[src/cuPkg.sv]
package cuPkg;

   // Control word field widths
   localparam int AluOpW  = 3;
   localparam int SrcBW   = 2;
   localparam int PcDataW = 3;
   localparam int SelW    = 2;

   // Instruction register opcode, value 5 is illegal
   typedef enum logic [3:0] {
      opAdd  = 4'd0,
      opSub  = 4'd1,
      opAnd  = 4'd2,
      opOr   = 4'd3,
      opAddi = 4'd4,
      opOri  = 4'd6,
      opSlt  = 4'd7,
      opLw   = 4'd8,
      opSw   = 4'd9,
      opLui  = 4'd10,
      opBeq  = 4'd11,
      opBne  = 4'd12,
      opJal  = 4'd13,
      opJ    = 4'd14,
      opJr   = 4'd15
   } opcode_t;

   typedef enum logic [4:0] {
      Fetch,
      Decode,
      RegAlu, ImmAlu, MemAddr, Beq, Bne, Jump, JumpReg, JalLink, Lui,  // Third cycle
      RegWrite, ImmWrite, LoadRead, StoreWrite, JalJump,              // Fourth cycle
      LoadWrite, Blank                                                // Fifth cycle
   } state_t;

   typedef enum logic [AluOpW-1:0] {
      aluAnd = 3'd0,
      aluOr  = 3'd1,
      aluAdd = 3'd2,
      aluSub = 3'd6,
      aluSlt = 3'd7
   } aluOp_t;

   typedef enum logic [3:0] {
      clsRegAlu, clsImmAlu, clsLoad, clsStore, clsLui, clsBeq, clsBne,
      clsJal, clsJump, clsJumpReg, clsIllegal
   } instrClass_t;

   // PC mux select
   typedef enum logic [PcDataW-1:0] {
      pcFromReg    = 3'd0,
      pcFromAlu    = 3'd1,
      pcFromBranch = 3'd2,
      pcFromJump   = 3'd5
   } pcSrc_t;

   typedef struct packed {
      aluOp_t              aluOp;
      logic                pcWriteBeq;
      logic                pcWriteBne;
      logic                pcWrite;
      logic [SelW-1:0]     iorD;          // Memory address select
      logic                iRegWrite;
      logic [SelW-1:0]     writeAddr;     // Register file write address select
      logic [SelW-1:0]     writeData;     // Register file write data select
      logic                signExt;
      logic                gRegWrite;
      logic                aluSrcA;
      logic [SrcBW-1:0]    aluSrcB;
      pcSrc_t              pcData;
      logic                memWrite;
      logic [SelW-1:0]     memWriteData;
   } ctrlWord_t;

   localparam ctrlWord_t CtrlIdle = '0;

endpackage

[src/controlUnit.sv]
module controlUnit
   import cuPkg::*;
(
   input  logic       CLK,
   input  logic       Reset,
   input  opcode_t    Opcode,
   output state_t     State,
   output ctrlWord_t  Ctrl
);

   instrClass_t cls;
   aluOp_t      aluSel;

   opDecoder decoder (
      .Opcode (Opcode),
      .Cls    (cls),
      .AluSel (aluSel)
   );

   stateSequencer sequencer (
      .CLK   (CLK),
      .Reset (Reset),
      .Cls   (cls),
      .State (State)
   );

   controlWordGen wordGen (
      .State  (State),
      .AluSel (aluSel),
      .Ctrl   (Ctrl)
   );

endmodule

[src/controlWordGen.sv]
module controlWordGen
   import cuPkg::*;
(
   input  state_t     State,
   input  aluOp_t     AluSel,
   output ctrlWord_t  Ctrl
);

   always_comb
   begin
      Ctrl = CtrlIdle;
      case (State)
         Fetch:
         begin
            Ctrl.aluOp     = aluAdd;      // PC + 4
            Ctrl.pcWrite   = 1'b1;
            Ctrl.iRegWrite = 1'b1;
            Ctrl.aluSrcB   = 2'd1;
            Ctrl.pcData    = pcFromAlu;
         end
         Decode:
         begin
            Ctrl.aluOp   = aluAdd;        // Branch target precompute
            Ctrl.signExt = 1'b1;
            Ctrl.aluSrcB = 2'd2;
         end
         RegAlu:
         begin
            Ctrl.aluOp   = AluSel;
            Ctrl.aluSrcA = 1'b1;
         end
         ImmAlu:
         begin
            Ctrl.aluOp   = AluSel;
            Ctrl.aluSrcA = 1'b1;
            Ctrl.aluSrcB = 2'd2;
         end
         MemAddr:
         begin
            Ctrl.aluOp   = aluAdd;        // Base plus offset
            Ctrl.signExt = 1'b1;
            Ctrl.aluSrcA = 1'b1;
            Ctrl.aluSrcB = 2'd2;
         end
         Beq:
         begin
            Ctrl.aluOp      = aluSub;
            Ctrl.aluSrcA    = 1'b1;
            Ctrl.pcData     = pcFromBranch;
            Ctrl.pcWriteBeq = 1'b1;
         end
         Bne:
         begin
            Ctrl.aluOp      = aluSub;
            Ctrl.aluSrcA    = 1'b1;
            Ctrl.pcData     = pcFromBranch;
            Ctrl.pcWriteBne = 1'b1;
         end
         Jump:
         begin
            Ctrl.aluOp   = aluOr;
            Ctrl.pcWrite = 1'b1;
            Ctrl.pcData  = pcFromJump;
         end
         JumpReg:
         begin
            Ctrl.pcWrite = 1'b1;
            Ctrl.pcData  = pcFromReg;
         end
         JalLink:
         begin
            // Link address into the ALU output register
            Ctrl.aluOp   = aluAdd;
            Ctrl.aluSrcB = 2'd3;
         end
         Lui:        Ctrl.gRegWrite = 1'b1;
         RegWrite:
         begin
            Ctrl.writeAddr = 2'd2;        // rd
            Ctrl.writeData = 2'd2;
            Ctrl.gRegWrite = 1'b1;
         end
         ImmWrite:
         begin
            Ctrl.writeData = 2'd2;
            Ctrl.gRegWrite = 1'b1;
         end
         LoadRead:   Ctrl.iorD = 2'd1;
         StoreWrite:
         begin
            Ctrl.iorD         = 2'd1;
            Ctrl.memWrite     = 1'b1;
            Ctrl.memWriteData = 2'd1;
         end
         JalJump:
         begin
            Ctrl.pcWrite   = 1'b1;
            Ctrl.writeAddr = 2'd3;        // Link register
            Ctrl.writeData = 2'd2;
            Ctrl.gRegWrite = 1'b1;
            Ctrl.pcData    = pcFromJump;
         end
         LoadWrite:
         begin
            Ctrl.writeAddr = 2'd1;
            Ctrl.writeData = 2'd1;        // Memory data register
            Ctrl.gRegWrite = 1'b1;
         end
         Blank:      Ctrl = CtrlIdle;
         default:    Ctrl = CtrlIdle;
      endcase
   end

endmodule

[src/opDecoder.sv]
module opDecoder
   import cuPkg::*;
(
   input  opcode_t      Opcode,
   output instrClass_t  Cls,
   output aluOp_t       AluSel
);

   always_comb
   begin
      Cls    = clsIllegal;
      AluSel = aluAnd;    // Don't care for non-ALU classes
      case (Opcode)
         opAdd:
         begin
            Cls    = clsRegAlu;
            AluSel = aluAdd;
         end
         opSub:
         begin
            Cls    = clsRegAlu;
            AluSel = aluSub;
         end
         opAnd:   Cls = clsRegAlu;
         opOr:
         begin
            Cls    = clsRegAlu;
            AluSel = aluOr;
         end
         opSlt:
         begin
            Cls    = clsRegAlu;
            AluSel = aluSlt;
         end
         opAddi:
         begin
            Cls    = clsImmAlu;
            AluSel = aluAdd;
         end
         opOri:
         begin
            Cls    = clsImmAlu;
            AluSel = aluOr;
         end
         opLw:
         begin
            Cls    = clsLoad;
            AluSel = aluAdd;
         end
         opSw:
         begin
            Cls    = clsStore;
            AluSel = aluAdd;
         end
         opLui:   Cls = clsLui;
         opBeq:   Cls = clsBeq;
         opBne:   Cls = clsBne;
         opJal:   Cls = clsJal;
         opJ:     Cls = clsJump;
         opJr:    Cls = clsJumpReg;
         default: Cls = clsIllegal;
      endcase
   end

endmodule

[src/stateSequencer.sv]
module stateSequencer
   import cuPkg::*;
(
   input  logic         CLK,
   input  logic         Reset,
   input  instrClass_t  Cls,
   output state_t       State
);

   state_t nextState;

   always_ff @(posedge CLK or posedge Reset)
   begin
      if (Reset)
         State <= Fetch;
      else
         State <= nextState;
   end

   always_comb
   begin
      nextState = Fetch;
      case (State)
         Fetch:
            nextState = Decode;
         Decode:
         begin
            case (Cls)
               clsRegAlu:  nextState = RegAlu;
               clsImmAlu:  nextState = ImmAlu;
               clsLoad,
               clsStore:   nextState = MemAddr;
               clsLui:     nextState = Lui;
               clsBeq:     nextState = Beq;
               clsBne:     nextState = Bne;
               clsJal:     nextState = JalLink;
               clsJump:    nextState = Jump;
               clsJumpReg: nextState = JumpReg;
               default:    nextState = Fetch;    // Illegal opcode
            endcase
         end
         MemAddr:
         begin
            // Only load and store reach this state
            if (Cls == clsStore)
               nextState = StoreWrite;
            else
               nextState = LoadRead;
         end
         RegAlu:     nextState = RegWrite;
         ImmAlu:     nextState = ImmWrite;
         LoadRead:   nextState = LoadWrite;
         StoreWrite: nextState = Blank;
         JalLink:    nextState = JalJump;
         // Last state of each instruction
         Beq,
         Bne,
         Jump,
         JumpReg,
         Lui,
         RegWrite,
         ImmWrite,
         JalJump,
         LoadWrite,
         Blank:      nextState = Fetch;
         default:    nextState = Fetch;
      endcase
   end

endmodule

[config.mk]
export PLATFORM = sky130hd
export DESIGN_NAME = controlUnit
export DESIGN_NICKNAME = d
export VERILOG_FILES = /design/src/cuPkg.sv /design/src/controlUnit.sv /design/src/controlWordGen.sv /design/src/opDecoder.sv /design/src/stateSequencer.sv
export SDC_FILE = /design/constraint.sdc
export NUM_CORES = 1
export LEC_CHECK = 0
export BUFFER_PORTS_ARGS = -buffer_cell sky130_fd_sc_hd__buf_2
export CAP_MARGIN = 15
export CORE_UTILIZATION = 40
export CTS_CLUSTER_SIZE = 25
export DETAILED_ROUTE_END_ITERATION = 8
export MAX_ROUTING_LAYER = met4
export PLACE_DENSITY = 0.7
export RECOVER_POWER = 25
export REMOVE_ABC_BUFFERS = 1
export SKIP_CTS_REPAIR_TIMING = 1
export SLEW_MARGIN = 20
export SYNTH_ARGS = -nofsm -noshare
export SYNTH_HDL_FRONTEND = slang
export SYNTH_SLANG_ARGS = --single-unit
[constraint.sdc]
create_clock -name CLK -period 1.21 [get_ports CLK]
set_input_delay 0.0605 -clock CLK [delete_from_list [all_inputs] [get_ports CLK]]
set_output_delay 0.0605 -clock CLK [all_outputs]
set_load 0.05 [all_outputs]
-- Yosys cells after proc, flatten, opt, wreduce, memory -nomap -nowiden
Memory sizes are Yosys's and may differ from the RTL's.
Index checks and enable logic that the tools add are counted.
- bits in registers: 5
- memory bits (read-only): 64
- output and inout bits: 29
- logic and storage cells: 68
- memories kept: 1
- eq/ne operators: 31
- multiplexer cells: 18
- reduce and logical (&&, ||, !) cells: 17
- memories (name ; words ; width ; read ports ; clocked after Yosys merged registers in ; write ports ; RTL line ; text):
    (no name shown) ; 16 ; 4 ; 1 ; 0 ; 0 ; stateSequencer.sv:28 ; case (Cls)
- operators with widths (operator ; number):
    5-bit by 4-bit == test with 1-bit output, second input constant ; 8
    4-bit one-hot mux with 10 select lines ; 1
    5-bit one-hot mux with 8 select lines ; 1
    4-bit == test, second input constant ; 8
    3-bit one-hot mux with 4 select lines ; 2
    5-bit by 3-bit == test with 1-bit output, second input constant ; 4
    5-bit OR reduction ; 3
    2-bit OR reduction ; 7
    4-bit by 2-bit == test with 1-bit output, second input constant ; 3
    4-bit by 3-bit == test with 1-bit output, second input constant ; 3
    2-bit one-hot mux with 3 select lines ; 2
    4-bit OR reduction ; 3
    5-bit by 2-bit == test with 1-bit output, second input constant ; 2
    3-bit one-hot mux with 3 select lines ; 1
    1-bit two-way mux ; 8
    3-bit OR reduction ; 2
    5-bit by 1-bit == test with 1-bit output, second input constant ; 1
    5-bit == test, second input constant ; 1
    5-bit zero test ; 1
    4-bit by 1-bit == test with 1-bit output, second input constant ; 1
    4-bit zero test ; 1
    2-bit one-hot mux with 2 select lines ; 1
    3-bit two-way mux ; 1
    2-bit two-way mux ; 1

-- Logic depth before layout (Yosys ltp)
- depth after elaboration: 6
- mapped depth: 9
- depth with buffers taken out: 8

-- Hierarchy
A second synthesis with hierarchy kept.
- cells, all modules: 135
- area total of the unflattened synthesis: 912.1 um2
- by module, submodules not included (module ; instances ; cells an instance ; area an instance (um2) ; sequential area each (um2)):
    stateSequencer ; 1 ; 51 ; 430.4 ; 125.1
    controlWordGen ; 1 ; 66 ; 379.1 ; 0.0
    opDecoder ; 1 ; 18 ; 102.6 ; 0.0

-- Worst setup path before layout
Ideal clock, no wire load.
- kind: register to output
- start point: register sequencer.State[1]
- end point: output Ctrl[22] (netlist name)
- arrival time: 2.965 ns
- required time: 1.150 ns
- path slack: -1.816 ns
- stages on the path, launching flop included: 6
- cell sequence: dfrtp_1 -> buf_2 -> xnor2_1 -> nor3_1 -> a211oi_1 -> o21ai_1
- RTL lines (element ; RTL line ; text):
    start: declaration ; stateSequencer.sv:7 ; output state_t State
    start signal: assignment ; stateSequencer.sv:15 ; State <= Fetch;
    start signal: assignment ; stateSequencer.sv:17 ; State <= nextState;
    end: declaration ; controlUnit.sv:8 ; output ctrlWord_t Ctrl

==> impl_results.md <==
* Gr ovfl total at 0
* WS Path Type: register to output port
* Async set-reset flop share out of synthesis at 100%
* Starting Density at 44.1%
* Finished Layout Cells at between 200 and 250
* Max FFs per register at 5
* Slack of the critical path at -0.532 ns
* Syn_area_per_cell at between 6 and 7 sq um
* Max clock buf depth at 2
* Yosys Warn Count at 0
* CTS tree: yes
* Clock Sinks at 5
* Layout cells sized above 1 at about 60%
* Setup violations, final at 30
* Worst Hold Class: input port to async pin
* Initial antenna violation count at 0
* Diodes inserted at 0
* Most common cell after layout, fill and taps aside: buf_4
* First-pass GRT wire length at about 5 mm
* Cell area after synthesis at about 900 sq um
* # rows at 16
* Routed Antenna Nets at 0
* Crit Path Max Fanout at 8
* Final Hold Viols at 0
* Largest net degree at the start of global routing at 14
* Clock Skews at 0.0122 ns
* Crit path largest cell delay at approximately 0.48 ns
* CTS root buf: clkbuf_4
* Port Buffers at 32
* Detail Placement HPWL at 2.34 mm
* Power Density at between 3000 and 4000 mW/mm^2
* Final Max Slew Viols at 0
* VDD IR max at about 2.5 mV
* Final Cell Area at 0.00169 sq mm
* Hold slack at around 0.23 ns
* Yosys reg bits at 5
* Most frequent cells in the layout: buf_4, buf_6, nand2_1
* Post-route clock period utilization at 144%
* Biggest register: sequencer.State
* Dpl cell area at between 0.001 and 0.0015 sq mm
* Failing checks: setup timing
* Biggest regs: sequencer.State: 5 flops
* TNS Setup at -10.04 ns
* Top FF cell, synth: dfrtp_1
* # DRC at 0
* Die Wd at 49.5 um
* R2R depth at 6
* Die Span Y at 49.5 um
* Static leakage at between 0.0008 and 0.0009 uW
* Worst-Skew Late Latency at between 0.2 and 0.3 ns
* Worst setup EP type: output port
* Core Area at 0.00204 sq mm
* Area Overhead vs Synth at 87.5%
* TritonRoute pass-1 iters at 4
* Initial DRC Count at 48
* Highest clock rate at 574 MHz
* Largest area contributor in the synthesized netlist: dfrtp_1
* Vias in the first global route at between 1k and 1.5k
* Htree depth at 1
* Vias after detailed routing at 1300
* CTS clk-pin slew, worst paths at around 0.050 ns
* Register area share after synthesis at 13.9%
* Post-Synthesis Cells at 130
* Drt wl/cell at ~19 um
* RSZ-0062 raised after global routing: true
* Final net count at 206
* Req. time, crit path at around 1.2 ns
* CTS buffer count at 3
* GRT Overall Usage at a little over a quarter
* Fill count at between 100 and 150
* Area share of the largest cell type after synthesis at roughly 14%
* Layout Utilization at 82.7%
* Tmin final at ~1.7 ns
* Max Cap Viol at 0
* Startpoint Class: register
* Arr. time, crit path at roughly 1.7 ns
* Cell total after placement at around 210
* Final RePlAce weighted congestion at approximately 0.90
* Post-synth EDFFs at 0
* WL final at 4.16 mm
* Die Area at roughly 0.0024 sq mm
* Status: complete, but fails checks
* IO Count at 35
* Ranking of synthesized cells by area: dfrtp_1, nand2_1, a21oi_1, nor2_1, buf_2
* Slowest CP cell: dfrtp_2
* Synth cell types at 49
* Vias per inst at 5.80
* Crit path cell chain: buf_6 > nor2_4 > a21oi_2 > nor3b_2 > o21bai_1 > buf_4
## worst paths after layout
path | startpoint | to | slack, ns
max in group asynchronous | Reset | sequencer.State[0] | 0.77
worst min-delay path | Reset | sequencer.State[4] | 0.23
worst min register to register | sequencer.State[4] | sequencer.State[4] | 0.75
worst max register to register | sequencer.State[1] | sequencer.State[0] | -0.32
worst max-delay path | sequencer.State[1] | Ctrl[9] | -0.53
min in group CLK | Opcode[3] | sequencer.State[2] | 0.35
## where the power goes
group / switching, uW / internal, uW
clock network: 90.1 / 126
registers: 143 / 247
logic: 2750 / 1830
total: 2990 / 2210
## through the flow
stage               setup slack, ns  power, uW
floorplan                     -2.08       2550
global placement             -0.308       3640
detailed placement           -0.329       3710
CTS                          -0.613       3920
global route                 -0.606       5370
finish                       -0.532       5190
## worst max-delay path: cells and delay by family (launching register included)
kind | cells | cell delay [ns]
AND/OR/NAND/NOR | 2 | 0.33
buffers and inverters | 2 | 0.37
AO/OA/AOI/OAI | 2 | 0.22
flip-flops | 1 | 0.48
## routing by layer
metal  share of wire, %  track usage, %  routed length [um]
met5                  0               -                   0
met4                4.8            6.67                 201
met3                7.3            7.72                 303
met2                 51            46.3                2120
met1                 37            30.7                1530
## cell families after synthesis
kind of cell             share of synthesized area (%)
XOR/XNOR                                          3.89
AO/OA/AOI/OAI                                     24.3
adder cells (fa/ha/maj)                           2.78
flip-flops                                        13.9
other                                            0.416
AND/OR/NAND/NOR                                   40.6
buffers and inverters                             11.8
multiplexers                                      2.36
## area by class of cell
cell class,count,area (sq um),share of cell area [%]
clock buffers,4,26.3,1.56
flip-flops and latches,5,131,7.78
well taps,27,33.8,2.00
multi-input cells,108,817,48.4
inverters,3,11.3,0.667
repair buffers,77,669,39.6
## synthesized netlist by cell type (2+ instances only)
library cell  instances
nor2b_1               3
o21ai_1               2
nand2b_1              5
or2_2                 2
and2_1                2
or3_1                 2
xor2_1                3
nand4b_1              2
nor3_1                6
a211oi_1              3
a21o_1                3
a21oi_1              10
buf_2                 7
inv_1                 2
and3_1                3
o21ai_0               3
buf_6                 2
a31oi_1               3
nor2_1               11
nand2_1              15
nand3_1               3
buf_4                 4
ha_1                  2
nor2_2                2
dfrtp_1               5
o21bai_1              2
Power figures use the tool's default switching activity.
